$ cat config.mk
export PLATFORM = sky130hd
export DESIGN_NAME = pyr_core
export DESIGN_NICKNAME = d
export VERILOG_FILES = /design/src/hw/pyr_pkg.sv /design/src/hw/pyr_alu.sv /design/src/hw/pyr_core.sv /design/src/hw/pyr_decode.sv /design/src/hw/pyr_execute.sv /design/src/hw/pyr_fetch.sv /design/src/hw/pyr_regfile.sv
export VERILOG_INCLUDE_DIRS = /design/src /design/src/hw
export SDC_FILE = /design/constraint.sdc
export NUM_CORES = 1
export LEC_CHECK = 0
export ABC_AREA = 0
export ABC_CLOCK_PERIOD_IN_PS = 10900
export BUFFER_PORTS_ARGS = -buffer_cell sky130_fd_sc_hd__buf_2
export CORE_ASPECT_RATIO = 1.2
export CORE_MARGIN = 3
export CORE_UTILIZATION = 40
export DETAILED_ROUTE_END_ITERATION = 10
export GPL_TIMING_DRIVEN = 0
export HOLD_SLACK_MARGIN = 0.12
export SETUP_SLACK_MARGIN = 0.1
export SLEW_MARGIN = 30
export SYNTH_ARGS = -nofsm -noshare
export SYNTH_HDL_FRONTEND = slang
export SYNTH_SLANG_ARGS = --single-unit
export TNS_END_PERCENT = 5
$ cat constraint.sdc
create_clock -name clk -period 10.9 [get_ports clk]
set_clock_uncertainty 0.1 [all_clocks]
set_input_delay 1.09 -clock clk [delete_from_list [all_inputs] [get_ports clk]]
set_output_delay 1.09 -clock clk [all_outputs]
set_load 0.005 [all_outputs]
$ cat src/hw/pyr_config.svh
// Core width settings for the 16-bit pipelined core.
// Included by the package and by any file that sizes logic
// directly from these values.

`ifndef PYR_CONFIG_SVH
`define PYR_CONFIG_SVH

// data path word
`define PYR_WORD_BITS 16
// one instruction word
`define PYR_INSTR_BITS 21
// register file depth and index
`define PYR_NREG 16
`define PYR_REG_BITS 4
// instruction word address, not byte address
`define PYR_PC_BITS 14

`endif

$ cat src/hw/pyr_pkg.sv
// Types and encodings shared by the core stages.
// Modules import this package inside the body and name its types
// with the package scope in their port lists.

`include "pyr_config.svh"

package pyr_pkg;

	//////////////////////////////
	// vector types
	//////////////////////////////

	typedef logic [`PYR_WORD_BITS-1:0] word_t;
	typedef logic [`PYR_PC_BITS-1:0] pc_t;
	typedef logic [`PYR_INSTR_BITS-1:0] instr_t;
	typedef logic [`PYR_REG_BITS-1:0] reg_idx_t;
	// funct3 below, sub/arith modifier on top
	typedef logic [3:0] alu_op_t;

	//////////////////////////////
	// opcodes, bits 2..0
	//////////////////////////////

	// halt and store share this one
	localparam logic [2:0] OPC_SYS = 3'b000;
	localparam logic [2:0] OPC_OPIMM = 3'b001;
	localparam logic [2:0] OPC_BR = 3'b010;
	localparam logic [2:0] OPC_OP = 3'b011;
	localparam logic [2:0] OPC_JALR = 3'b100;
	localparam logic [2:0] OPC_AUIPC = 3'b101;
	localparam logic [2:0] OPC_JAL = 3'b110;
	localparam logic [2:0] OPC_LUI = 3'b111;

	// dead slot in the decode register
	localparam instr_t INSTR_BUBBLE = '1;

	// alu funct3
	localparam logic [2:0] F3_ADD = 3'b000;
	localparam logic [2:0] F3_SLL = 3'b001;
	localparam logic [2:0] F3_SLT = 3'b010;
	localparam logic [2:0] F3_SLTU = 3'b011;
	localparam logic [2:0] F3_XOR = 3'b100;
	localparam logic [2:0] F3_SR = 3'b101;
	localparam logic [2:0] F3_OR = 3'b110;
	localparam logic [2:0] F3_AND = 3'b111;

	// branch funct3, 010 and 011 never taken
	localparam logic [2:0] F3_BEQ = 3'b000;
	localparam logic [2:0] F3_BNE = 3'b001;
	localparam logic [2:0] F3_BLT = 3'b100;
	localparam logic [2:0] F3_BGE = 3'b101;
	localparam logic [2:0] F3_BLTU = 3'b110;
	localparam logic [2:0] F3_BGEU = 3'b111;

endpackage

$ cat src/hw/pyr_alu.sv
// Integer ALU for the execute stage.
// Purely combinational; the compare flags always come from a - b so
// branch evaluation can use them whatever operation is selected.

`timescale 1ns/1ps
`include "pyr_config.svh"

module pyr_alu (
	input pyr_pkg::word_t a,
	input pyr_pkg::word_t b,
	input pyr_pkg::alu_op_t op,
	output pyr_pkg::word_t result,
	output logic zero,
	output logic neg,
	output logic ltu
);
	import pyr_pkg::*;

	word_t diff;
	logic [3:0] shamt;
	logic a_msb;
	logic b_msb;

	assign diff = a - b;
	// shift amount from low four bits
	assign shamt = b[3:0];
	assign a_msb = a[`PYR_WORD_BITS-1];
	assign b_msb = b[`PYR_WORD_BITS-1];

	//////////////////////////////
	// flags
	//////////////////////////////

	assign zero = (diff == '0);
	// signed less-than is just the sign of the difference
	assign neg = diff[`PYR_WORD_BITS-1];
	assign ltu = (~a_msb & b_msb) | ((a_msb == b_msb) & neg);

	//////////////////////////////
	// result mux
	//////////////////////////////

	always_comb begin
		case (op[2:0])
			F3_ADD:
				result = op[3] ? diff : a + b;
			F3_SLL:
				result = a << shamt;
			// set-less-than returns the flag in bit 0
			F3_SLT:
				result = word_t'(neg);
			F3_SLTU:
				result = word_t'(ltu);
			F3_XOR:
				result = a ^ b;
			F3_SR:
				result = op[3] ? word_t'($signed(a) >>> shamt) : a >> shamt;
			F3_OR:
				result = a | b;
			F3_AND:
				result = a & b;
			default:
				result = '0;
		endcase
	end

endmodule

$ cat src/hw/pyr_core.sv
// Top of the pipelined core.
// Fetch, latch, decode and a single execute stage around the register
// file; instruction and data memories hang directly off the ports.

`timescale 1ns/1ps

module pyr_core (
	input logic clk,
	input logic rst,
	input logic run,
	output pyr_pkg::pc_t imem_addr,
	input pyr_pkg::instr_t imem_data,
	output pyr_pkg::word_t dmem_addr,
	output pyr_pkg::word_t dmem_din,
	output logic dmem_we,
	output logic halt
);
	import pyr_pkg::*;

	// fetch to decode
	pc_t if_pc;
	instr_t if_instr;
	logic if_valid;

	// decode to execute and register file
	pc_t id_pc;
	logic id_valid;
	reg_idx_t rs1;
	reg_idx_t rs2;
	reg_idx_t rd;
	logic [2:0] funct3;
	word_t imm;
	alu_op_t alu_op;
	logic use_imm;
	logic is_br;
	logic is_jal;
	logic is_jalr;
	logic is_lui;
	logic is_auipc;
	logic is_store;
	logic is_halt;
	logic writes_rd;

	// register file and redirect
	word_t rs1_data;
	word_t rs2_data;
	logic reg_we;
	word_t reg_wdata;
	logic jump;
	pc_t jump_addr;

	pyr_fetch fetch_i (
		.clk(clk),
		.rst(rst),
		.run(run),
		.jump(jump),
		.jump_addr(jump_addr),
		.imem_addr(imem_addr),
		.imem_data(imem_data),
		.if_pc(if_pc),
		.if_instr(if_instr),
		.if_valid(if_valid)
	);

	pyr_decode decode_i (
		.clk(clk),
		.rst(rst),
		.run(run),
		.if_pc(if_pc),
		.if_instr(if_instr),
		.if_valid(if_valid),
		.id_pc(id_pc),
		.id_valid(id_valid),
		.rs1(rs1),
		.rs2(rs2),
		.rd(rd),
		.funct3(funct3),
		.imm(imm),
		.alu_op(alu_op),
		.use_imm(use_imm),
		.is_br(is_br),
		.is_jal(is_jal),
		.is_jalr(is_jalr),
		.is_lui(is_lui),
		.is_auipc(is_auipc),
		.is_store(is_store),
		.is_halt(is_halt),
		.writes_rd(writes_rd)
	);

	// write index is rd of the instruction in execute
	pyr_regfile regfile_i (
		.clk(clk),
		.rst(rst),
		.run(run),
		.we(reg_we),
		.wr_idx(rd),
		.wr_data(reg_wdata),
		.rs1(rs1),
		.rs2(rs2),
		.rs1_data(rs1_data),
		.rs2_data(rs2_data)
	);

	pyr_execute execute_i (
		.clk(clk),
		.rst(rst),
		.run(run),
		.id_pc(id_pc),
		.id_valid(id_valid),
		.funct3(funct3),
		.imm(imm),
		.alu_op(alu_op),
		.use_imm(use_imm),
		.is_br(is_br),
		.is_jal(is_jal),
		.is_jalr(is_jalr),
		.is_lui(is_lui),
		.is_auipc(is_auipc),
		.is_store(is_store),
		.is_halt(is_halt),
		.writes_rd(writes_rd),
		.rs1_data(rs1_data),
		.rs2_data(rs2_data),
		.reg_we(reg_we),
		.reg_wdata(reg_wdata),
		.jump(jump),
		.jump_addr(jump_addr),
		.dmem_addr(dmem_addr),
		.dmem_din(dmem_din),
		.dmem_we(dmem_we),
		.halt(halt)
	);

endmodule

$ cat src/hw/pyr_decode.sv
// Decode register and field decode.
// Holds the instruction about to execute and splits it into register
// indices, immediate, ALU operation and instruction class flags.

`timescale 1ns/1ps
`include "pyr_config.svh"

module pyr_decode (
	input logic clk,
	input logic rst,
	input logic run,
	input pyr_pkg::pc_t if_pc,
	input pyr_pkg::instr_t if_instr,
	input logic if_valid,
	output pyr_pkg::pc_t id_pc,
	output logic id_valid,
	output pyr_pkg::reg_idx_t rs1,
	output pyr_pkg::reg_idx_t rs2,
	output pyr_pkg::reg_idx_t rd,
	output logic [2:0] funct3,
	output pyr_pkg::word_t imm,
	output pyr_pkg::alu_op_t alu_op,
	output logic use_imm,
	output logic is_br,
	output logic is_jal,
	output logic is_jalr,
	output logic is_lui,
	output logic is_auipc,
	output logic is_store,
	output logic is_halt,
	output logic writes_rd
);
	import pyr_pkg::*;

	instr_t id_instr;
	logic [2:0] opcode;
	logic [2:0] funct7;
	logic is_sys;
	logic is_opimm;
	logic is_op;
	logic itype;
	logic sbtype;
	logic sign;

	//////////////////////////////
	// decode register
	//////////////////////////////

	always_ff @(posedge clk) begin
		if (rst) begin
			id_valid <= 1'b0;
			id_instr <= INSTR_BUBBLE;
		end else if (run) begin
			id_valid <= if_valid;
			// squashed or empty slot becomes a bubble
			id_instr <= if_valid ? if_instr : INSTR_BUBBLE;
		end
	end

	always_ff @(posedge clk) begin
		if (run)
			id_pc <= if_pc;
	end

	//////////////////////////////
	// fields and classes
	//////////////////////////////

	assign opcode = id_instr[2:0];
	assign rd = id_instr[6:3];
	assign funct3 = id_instr[9:7];
	assign rs1 = id_instr[13:10];
	assign rs2 = id_instr[17:14];
	assign funct7 = id_instr[20:18];

	assign is_sys = (opcode == OPC_SYS);
	assign is_opimm = (opcode == OPC_OPIMM);
	assign is_op = (opcode == OPC_OP);
	assign is_br = (opcode == OPC_BR);
	assign is_jalr = (opcode == OPC_JALR);
	assign is_auipc = (opcode == OPC_AUIPC);
	assign is_jal = (opcode == OPC_JAL);
	assign is_lui = (opcode == OPC_LUI);
	// funct3 001..011 under sys is a no-op
	assign is_store = is_sys & funct3[2];
	assign is_halt = is_sys & (funct3 == 3'b000);

	assign writes_rd = is_op | is_opimm | is_jal | is_jalr | is_lui | is_auipc;

	//////////////////////////////
	// immediate
	//////////////////////////////

	assign itype = is_opimm | is_jalr;
	assign sbtype = is_store | is_br;
	assign use_imm = itype | is_store;
	assign sign = id_instr[`PYR_INSTR_BITS-1];

	always_comb begin
		if (itype)
			imm = {{(`PYR_WORD_BITS-6){sign}}, id_instr[19:14]};
		else if (sbtype)
			imm = {{(`PYR_WORD_BITS-6){sign}}, id_instr[20:18], id_instr[5:3]};
		else
			// u-type, bit 19 unused
			imm = {{(`PYR_WORD_BITS-12){sign}}, id_instr[18:7]};
	end

	// address forms and auipc all add
	assign alu_op[2:0] = (sbtype | is_auipc | is_jalr) ? F3_ADD : funct3;
	// op: sub and sra, op-imm: shifts only, branch: compare by sub
	assign alu_op[3] = is_br | ((is_op | (is_opimm & funct3[2])) & funct7[1]);

endmodule

$ cat src/hw/pyr_execute.sv
// Execute stage.
// Runs the decoded instruction in one cycle: ALU, branch decision,
// jump target, writeback value, store strobe and the halt flag.

`timescale 1ns/1ps

module pyr_execute (
	input logic clk,
	input logic rst,
	input logic run,
	input pyr_pkg::pc_t id_pc,
	input logic id_valid,
	input logic [2:0] funct3,
	input pyr_pkg::word_t imm,
	input pyr_pkg::alu_op_t alu_op,
	input logic use_imm,
	input logic is_br,
	input logic is_jal,
	input logic is_jalr,
	input logic is_lui,
	input logic is_auipc,
	input logic is_store,
	input logic is_halt,
	input logic writes_rd,
	input pyr_pkg::word_t rs1_data,
	input pyr_pkg::word_t rs2_data,
	output logic reg_we,
	output pyr_pkg::word_t reg_wdata,
	output logic jump,
	output pyr_pkg::pc_t jump_addr,
	output pyr_pkg::word_t dmem_addr,
	output pyr_pkg::word_t dmem_din,
	output logic dmem_we,
	output logic halt
);
	import pyr_pkg::*;

	word_t op_a;
	word_t op_b;
	word_t upper_imm;
	word_t alu_result;
	logic zero;
	logic neg;
	logic ltu;
	logic br_take;

	// lui and auipc immediate sits five bits up
	assign upper_imm = imm << 5;

	/////////////////////////////
	// operands and alu
	/////////////////////////////

	assign op_a = is_auipc ? word_t'(id_pc) : rs1_data;

	always_comb begin
		if (is_auipc)
			op_b = upper_imm;
		else if (use_imm)
			op_b = imm;
		else
			op_b = rs2_data;
	end

	pyr_alu alu_i (
		.a(op_a),
		.b(op_b),
		.op(alu_op),
		.result(alu_result),
		.zero(zero),
		.neg(neg),
		.ltu(ltu)
	);

	/////////////////////////////
	// control flow
	/////////////////////////////

	always_comb begin
		case (funct3)
			F3_BEQ: br_take = zero;
			F3_BNE: br_take = ~zero;
			F3_BLT: br_take = neg;
			F3_BGE: br_take = ~neg;
			F3_BLTU: br_take = ltu;
			F3_BGEU: br_take = ~ltu;
			default: br_take = 1'b0;
		endcase
	end

	assign jump = id_valid & ((is_br & br_take) | is_jal | is_jalr);
	// jalr target is rs1 + imm cut to a word address
	assign jump_addr = is_jalr ? pc_t'(alu_result) : id_pc + pc_t'(imm);

	/////////////////////////////
	// writeback and store
	/////////////////////////////

	always_comb begin
		if (is_lui)
			reg_wdata = upper_imm;
		else if (is_jal | is_jalr)
			// link is the jump's own pc
			reg_wdata = word_t'(id_pc);
		else
			reg_wdata = alu_result;
	end

	assign reg_we = id_valid & run & writes_rd;

	// one-cycle strobe, no back-pressure
	assign dmem_we = id_valid & run & is_store;
	assign dmem_addr = alu_result;
	assign dmem_din = rs2_data;

	// set by halt, cleared by the next valid instruction
	always_ff @(posedge clk) begin
		if (rst)
			halt <= 1'b0;
		else if (run && id_valid)
			halt <= is_halt;
	end

endmodule

$ cat src/hw/pyr_fetch.sv
// Fetch and instruction latch stages.
// Issues one instruction-memory read per running cycle and latches the
// word that comes back a cycle later, together with its address.
// A jump from execute redirects the fetch and kills the two younger slots.

`timescale 1ns/1ps

module pyr_fetch (
	input logic clk,
	input logic rst,
	input logic run,
	input logic jump,
	input pyr_pkg::pc_t jump_addr,
	output pyr_pkg::pc_t imem_addr,
	input pyr_pkg::instr_t imem_data,
	output pyr_pkg::pc_t if_pc,
	output pyr_pkg::instr_t if_instr,
	output logic if_valid
);
	import pyr_pkg::*;

	// next sequential address
	pc_t fetch_pc;
	// address of the read in flight
	pc_t req_pc;
	logic req_valid;
	logic if_valid_q;

	// frozen: replay the in-flight address so imem_data stays put
	always_comb begin
		if (!run)
			imem_addr = req_pc;
		else if (jump)
			imem_addr = jump_addr;
		else
			imem_addr = fetch_pc;
	end

	always_ff @(posedge clk) begin
		if (rst) begin
			fetch_pc <= '0;
			req_pc <= '0;
			req_valid <= 1'b0;
			if_valid_q <= 1'b0;
		end else if (run) begin
			req_pc <= imem_addr;
			fetch_pc <= imem_addr + 1'b1;
			// new request always valid, even the jump target
			req_valid <= 1'b1;
			// word returning now belongs to the squashed path
			if_valid_q <= req_valid & ~jump;
		end
	end

	// latch payload
	always_ff @(posedge clk) begin
		if (run) begin
			if_pc <= req_pc;
			if_instr <= imem_data;
		end
	end

	// second younger slot dies before it reaches decode
	assign if_valid = if_valid_q & ~jump;

endmodule

$ cat src/hw/pyr_regfile.sv
// General purpose register file.
// Two combinational read ports and one write port; register 0
// always reads as zero whatever was written to it.

`timescale 1ns/1ps
`include "pyr_config.svh"

module pyr_regfile (
	input logic clk,
	input logic rst,
	input logic run,
	input logic we,
	input pyr_pkg::reg_idx_t wr_idx,
	input pyr_pkg::word_t wr_data,
	input pyr_pkg::reg_idx_t rs1,
	input pyr_pkg::reg_idx_t rs2,
	output pyr_pkg::word_t rs1_data,
	output pyr_pkg::word_t rs2_data
);
	import pyr_pkg::*;

	word_t regs [`PYR_NREG];

	always_ff @(posedge clk) begin
		if (rst) begin
			for (int i = 0; i < `PYR_NREG; i++)
				regs[i] <= '0;
		end else if (run && we) begin
			regs[wr_idx] <= wr_data;
		end
	end

	assign rs1_data = (rs1 == '0) ? '0 : regs[rs1];
	assign rs2_data = (rs2 == '0) ? '0 : regs[rs2];

endmodule

==> run metrics, run 1 <==
kind of critical path reg2out; number of global-route vias before repair 19,698; post-synthesis compound-gate area fraction 14.9%; GPL Wtd Cong 1.05; Post-synth EDFFs 305; CTS clk-pin slew, worst paths 0.06 ns; post-synth net total 2,298; startpoint types register; Worst R2R End fetch_i.fetch_pc[13]; CP endpoint kind primary output; Hold WC Path Type reg2reg; fill count 5,375; Max Slew Vio Count 0; drc violations 0; Cell Pwr Density 132 nW/um^2; worst-skew pair later-pin latency 0.58 ns; P&R area growth vs syn 11.7%; Worst Tran Pin Value 1.08 ns; worst r2r path cells 33; dpl cells 3,016; die height 271 um; cts bufs inserted 39; CTS Root Cell clkbuf_16; total track usage 31.7%; hold path cells 0; mux cell area share after synthesis 16.5%; first-pass GRT wire length 140,000 um; R2R Setup Slk 0.76 ns; Seq/Total Area, Yosys 44.4%; I/O Buffers 70; final core utilization 45.4%; CTS Hold Bufs 0; largest family of logic cells by synthesized area multiplexers; die area 61,500 sq um; Setup-failing EPs final 0; starting density of the core 40.7%; Worst EP required 9.71 ns; via count 20,334; RSZ-0062 raised after global routing no; core area 57,500 sq um; routed len/inst 32.1 um; Clock Tree Buf Depth 3; average size of a mapped cell 10.6 sq um; Final min period 10.49 ns; status completed; warning count from the yosys run 0; initial antenna violation count 2; # nets final 2,411; FF/Latch Area 10,400 sq um; Post-Layout Cell Count 3,087; CP arrival 9.30 ns; CP max FO 10; grt ovf 0; Fin. Hold Viols 0; TritonCTS clock tree done; DRT iter0 DRCs 2,709; hold path start fetch_i.if_pc[3]; DRT antenna net count 0; Mapped Area 23,400 sq um; post-synthesis adder-cell area fraction 3.59%; Slew Limit Headroom 27.6%; clk sink count 366; Main synth FF type edfxtp_1; Slowest-stage cell, CP fa_2; Pre-antenna DRT Iters 8; Yosys cell types 100; dpl hpwl 73,600 um; Hold EP decode_i.id_pc[3]; ys async rst share 0%; vias per cell 6.59; WL final 99,100 um; num rows 96; Synth Area in Simple Gates 15.5%; Yosys reg bits 366; H-tree depth 2; Crit path largest cell delay 0.66 ns; FMAX 0.0953 GHz; largest net degree at the start of global routing 56; Max VDD drop 0.0933 mV; Crit path top cell by count a21oi_1; post-synthesis xor/xnor area fraction 0.973%; Max Cap Viol 0; multi-input logic area 12,200 sq um; Syn Inst Count 2,208; IO Pins 72; layout cell share with drive strength beyond 1 18.2%; Die Width 227 um; final worst path period share 96.3%; P_leak 10.1 nW
## where the power goes
part	switching, W	internal [W]	leakage [nW]
Combinational	0.000378	0.000196	5.87
Clock	0.000580	0.000691	0.578
Sequential	0.0000351	0.00156	3.63
## timing repair
action | CTS | global route
endpoints found under the setup margin | 28 | 21
resized for setup | 29 | 48
buffers inserted | 1 | 2
gates cloned | 0 | 0
pin swaps | 1 | 3
## registers in the layout, indices dropped and copies added (netlist names), named ones only
| register | count |
|---|---|
| fetch_i.req_valid | 1 |
| fetch_i.req_pc | 14 |
| execute_i.halt | 1 |
| fetch_i.if_pc | 14 |
| decode_i.id_instr | 21 |
| decode_i.id_pc | 14 |
| fetch_i.fetch_pc | 14 |
| regfile_i.regs | 256 |
| fetch_i.if_valid_q | 1 |
| decode_i.id_valid | 1 |
| fetch_i.if_instr | 21 |
## cells in the final DEF, fill, tap and decap left out, drive strengths merged, types with 38 or more instances in the layout
cell,instances
inv,85
clkbuf,153
ha,64
nor3,38
nand3,45
mux2i,56
dfxtp,61
nor2b,41
nor2,362
a21oi,127
o21ai,90
nand2,145
edfxtp,305
buf,126
mux4,133
nand2b,48
## final cells by class
class / count / share of cell area, %
multi-input cells: 1598 / 46.7
flip-flops and latches: 366 / 39.7
clock buffers: 46 / 3.87
well taps: 735 / 3.52
plain buffers: 159 / 2.85
repair buffers: 76 / 1.51
inverters: 81 / 1.16
clock inverters: 24 / 0.598
diodes: 2 / 0.0191
## Yosys cell counts (29+ instances only)
cell type,number,area [sq um]
nor2b_1,41,257
o21ai_0,85,425
ha_1,64,801
nand2_1,144,541
a21oi_1,124,621
mux4_2,126,2840
nand2b_1,48,300
buf_2,29,145
clkbuf_1,109,409
nand3_1,44,220
nor3_1,37,185
edfxtp_1,305,9160
o22ai_1,29,181
dfxtp_1,61,1220
mux2i_1,53,531
nor2_1,360,1350
inv_1,80,300
## critical path: cells and delay by family, from the launching register on
kind	cells	cell delay [ns]
AOI/OAI and AO/OA	16	3.29
adders and majority gates	2	0.98
buffers and inverters	7	1.74
DFF	1	0.45
muxes	3	1.16
and+or+nand+nor	4	1.09
## cell families after synthesis
kind of cell / Yosys count
AND/OR/NAND/NOR: 782
AO/OA/AOI/OAI: 511
adder cells (fa/ha/maj): 66
XOR/XNOR: 26
flip-flops: 366
buffers and inverters: 244
multiplexers: 213
## metrics by stage
step | instance area [sq um] | worst slack (ns) | hold WS [ns] | power, W | TNS (ns)
2_1_floorplan | 23400 | 1.68 | 0.300 | 0.00196 | 0
3_3_place_gp | 24700 | -1.13 | 0.305 | 0.00217 | -18.98
3_5_place_dp | 24800 | -1.05 | 0.309 | 0.00217 | -16.12
4_1_cts | 26000 | 0.116 | 0.319 | 0.00343 | 0
5_1_grt | 26100 | 0.0846 | 0.321 | 0.00354 | 0
6_report | 26100 | 0.405 | 0.318 | 0.00344 | 0
## worst max path at each step
stage,startpoint,endpoint,slack (ns),cells past startpoint
finish,register,imem_addr[13],0.41,32
global route,decode_i.id_instr[0],imem_addr[13],0.08,34
CTS,register,imem_addr[6],0.12,32
detailed placement,register,fetch_i.fetch_pc[12],-1.05,34
global placement,register,fetch_i.fetch_pc[12],-1.13,34
floorplan,register,fetch_i.fetch_pc[12],1.68,34
## per-layer routing
layer / wire length (um) / vias to the layer above / track usage, %
li1: - / 8571 / -
met1: 34000 / 9991 / 36.6
met2: 47400 / 1375 / 52.3
met3: 8870 / 395 / 5.97
met4: 8770 / 2 / 23.4
met5: 13 / - / 0
No activity file was read; power rests on OpenSTA's default activity.
==> inputs of run 2 (changes only) <==
--- a/config.mk
+++ b/config.mk
@@ -7,7 +7,6 @@
 export NUM_CORES = 1
 export LEC_CHECK = 0
 export ABC_AREA = 0
-export ABC_CLOCK_PERIOD_IN_PS = 10900
 export BUFFER_PORTS_ARGS = -buffer_cell sky130_fd_sc_hd__buf_2
 export CORE_ASPECT_RATIO = 1.2
 export CORE_MARGIN = 3
==> constraint.sdc (replaced) <==
create_clock -name clk -period 10.9 [get_ports clk]
set_clock_uncertainty 0.1 [all_clocks]
set_input_delay 0.545 -clock clk [delete_from_list [all_inputs] [get_ports clk]]
set_output_delay 0.545 -clock clk [all_outputs]
set_load 0.005 [all_outputs]
==> run 2 against run 1 <==
  * Largest cell class unchanged
  * Count of clock-buffer cells in the layout stayed put
  * Critical path depth is the same
  * Sequential share of layout area is 0.22 points lower
  * Register-to-register slack worse by 0.26 ns
==> run metrics, run 2 (synthesis gave the netlist of run 1 again) <==
Hold WC Path Type in2reg; Fin Setup TNS 0 ns (unchanged); Fin. Hold Viols 0 (unchanged); kind of critical path reg2out; Crit path largest cell delay 0.69 ns (+0.03 ns); Post-DP Area 24,800 sq um (unchanged); startpoint types register; Crit path top cell by count buf_2; Largest Register regfile_i.regs; most frequent cells in the layout nor2_1, edfxtp_1, nand2_1, mux4_2, a21oi_1; first-pass GRT wire length 141,000 um (+0.38%); layout cell share with drive strength beyond 1 17.2% (-0.96 points); commonest non-fill, non-tap cell in the layout nor2_1; total track usage 31.8% (+0.11 points); initial antenna violation count 6 (+4); I/O Buffers 70 (unchanged); Max Cap Viol 0 (unchanged); worst-skew pair later-pin latency 0.58 ns (about the same); Slew Limit Headroom 30.4% (+2.8 points); die area 61,500 sq um (unchanged); Clock Tree Buf Depth 3 (unchanged); Worst Tran Pin Value 1.04 ns (-0.0351 ns); CP max FO 10 (unchanged); GPL Wtd Cong 1.05 (unchanged); vias per cell 6.58 (about the same); clk sink count 366 (unchanged); RSZ-0062 raised after global routing no; grt ovf 0 (unchanged); cts bufs inserted 39 (unchanged); Worst EP required 10.26 ns (+0.55 ns); fill count 5,339 (-0.67%); TritonCTS clock tree done; core area 57,500 sq um (unchanged); IO Pins 72 (unchanged); Setup-failing EPs final 0 (unchanged); P&R area growth vs syn 12.3%; CP arrival 9.81 ns (+0.51 ns); number of flip-flops in the largest register 256 (unchanged); Slowest-stage cell, CP fa_1; final worst path period share 95.9% (-0.36 points); dpl hpwl 73,600 um (unchanged); die height 271 um (unchanged); Max Slew Vio Count 0 (unchanged); Cell Pwr Density 131 nW/um^2 (-0.49%); Final min period 10.46 ns (-0.0389 ns); number of global-route vias before repair 19,893 (+0.99%); Power, Total 0.00344 W (about the same); R2R Setup Slk 0.50 ns (-0.26 ns); P_leak 10.2 nW (+0.88%); CP endpoint kind primary output; Pre-antenna DRT Iters 7 (-1); status completed; post-route cell area 26,300 sq um (+0.54%); Max VDD drop 0.0924 mV (-1.0%); CTS clk-pin slew, worst paths 0.06 ns (about the same); H-tree depth 2 (unchanged); Die Width 227 um (unchanged); # nets final 2,438 (+1.1%); drc violations 0 (unchanged); CTS Root Cell clkbuf_16; DRT iter0 DRCs 2,792 (+3.1%); largest net degree at the start of global routing 56 (unchanged); DRT antenna net count 0 (unchanged); WL final 99,500 um (+0.44%); starting density of the core 40.7% (unchanged); Regs by FF count regfile_i.regs x256, decode_i.id_instr x21, fetch_i.if_instr x21; num rows 96 (unchanged); via count 20,499 (+0.81%); FMAX 0.0956 GHz (+0.37%); routed len/inst 32.0 um (-0.43%)
==> run 2: changes by cell type in the layout (fill, tap and decap cells not counted), sizes merged <==
cell	change
buf	+3
clkbuf	+6
clkdlybuf4s15	-2
dlygate4sd3	+20
==> run 2: path summary, 6_finish.rpt <==
kind                     from                    to  depth (start not counted)
max                  register          imem_addr[6]                         32
min             imem_data[15]  fetch_i.if_instr[15]                          1
max reg2reg          register  fetch_i.fetch_pc[13]                         34
min reg2reg  fetch_i.if_pc[3]     decode_i.id_pc[3]                          0
==> run 2: metal layers <==
metal | part of all wire (%) | GRT usage, % | vias to the layer above
met4 | 8.8 | 23.3 | 6
met2 | 48 | 52.7 | 1408
li1 | - | - | 8621
met5 | 0.044 | 0 | -
met3 | 8.9 | 6.03 | 372
met1 | 34 | 36.6 | 10092
==> run 2: through the flow <==
step	utilization [%]	std cells	worst slack [ns]	hold WS, ns
final	45.7	3114	0.444	0.163
after global routing	45.7	3112	0.0861	0.139
after CTS	45.6	3109	0.125	0.126
after detailed placement	43.1	3016	-1.05	0.309
after global placement	42.9	3013	-1.13	0.305
after floorplan	-	2208	1.68	0.300
==> run 2: cell type report <==
| type | count | area, sq um | area share (%) |
|---|---|---|---|
| multi-input cells | 1598 | 12200 | 46.3 |
| inverters | 81 | 304 | 1.16 |
| well taps | 735 | 920 | 3.50 |
| plain buffers | 163 | 712 | 2.71 |
| flip-flops and latches | 366 | 10400 | 39.5 |
| diodes | 2 | 5.00 | 0.0190 |
| clock inverters | 24 | 156 | 0.595 |
| repair buffers | 99 | 618 | 2.35 |
| clock buffers | 46 | 1010 | 3.85 |
==> run 2: critical path, delay by kind of cell, from the launching register on <==
family          cells  cell delay [ns]
flops               1             0.32
fa+ha+maj           2             1.00
simple gates        4             0.93
buf+inv             8             2.59
mux                 2             0.80
compound gates     16             3.59
==> run 2: power breakdown <==
part           total, W  switching, W  internal [W]
Clock           0.00127      0.000578      0.000691
Sequential      0.00160     0.0000349       0.00156
Combinational  0.000577      0.000379      0.000198
Total           0.00344      0.000992       0.00245
==> run 2: what timing repair did <==
item	CTS	global route
hold buffers	20	0
endpoints found under the hold margin	20	0
setup buffers	3	3
endpoints found under the setup margin	28	27
pin swaps	0	1
gates resized for setup	15	24
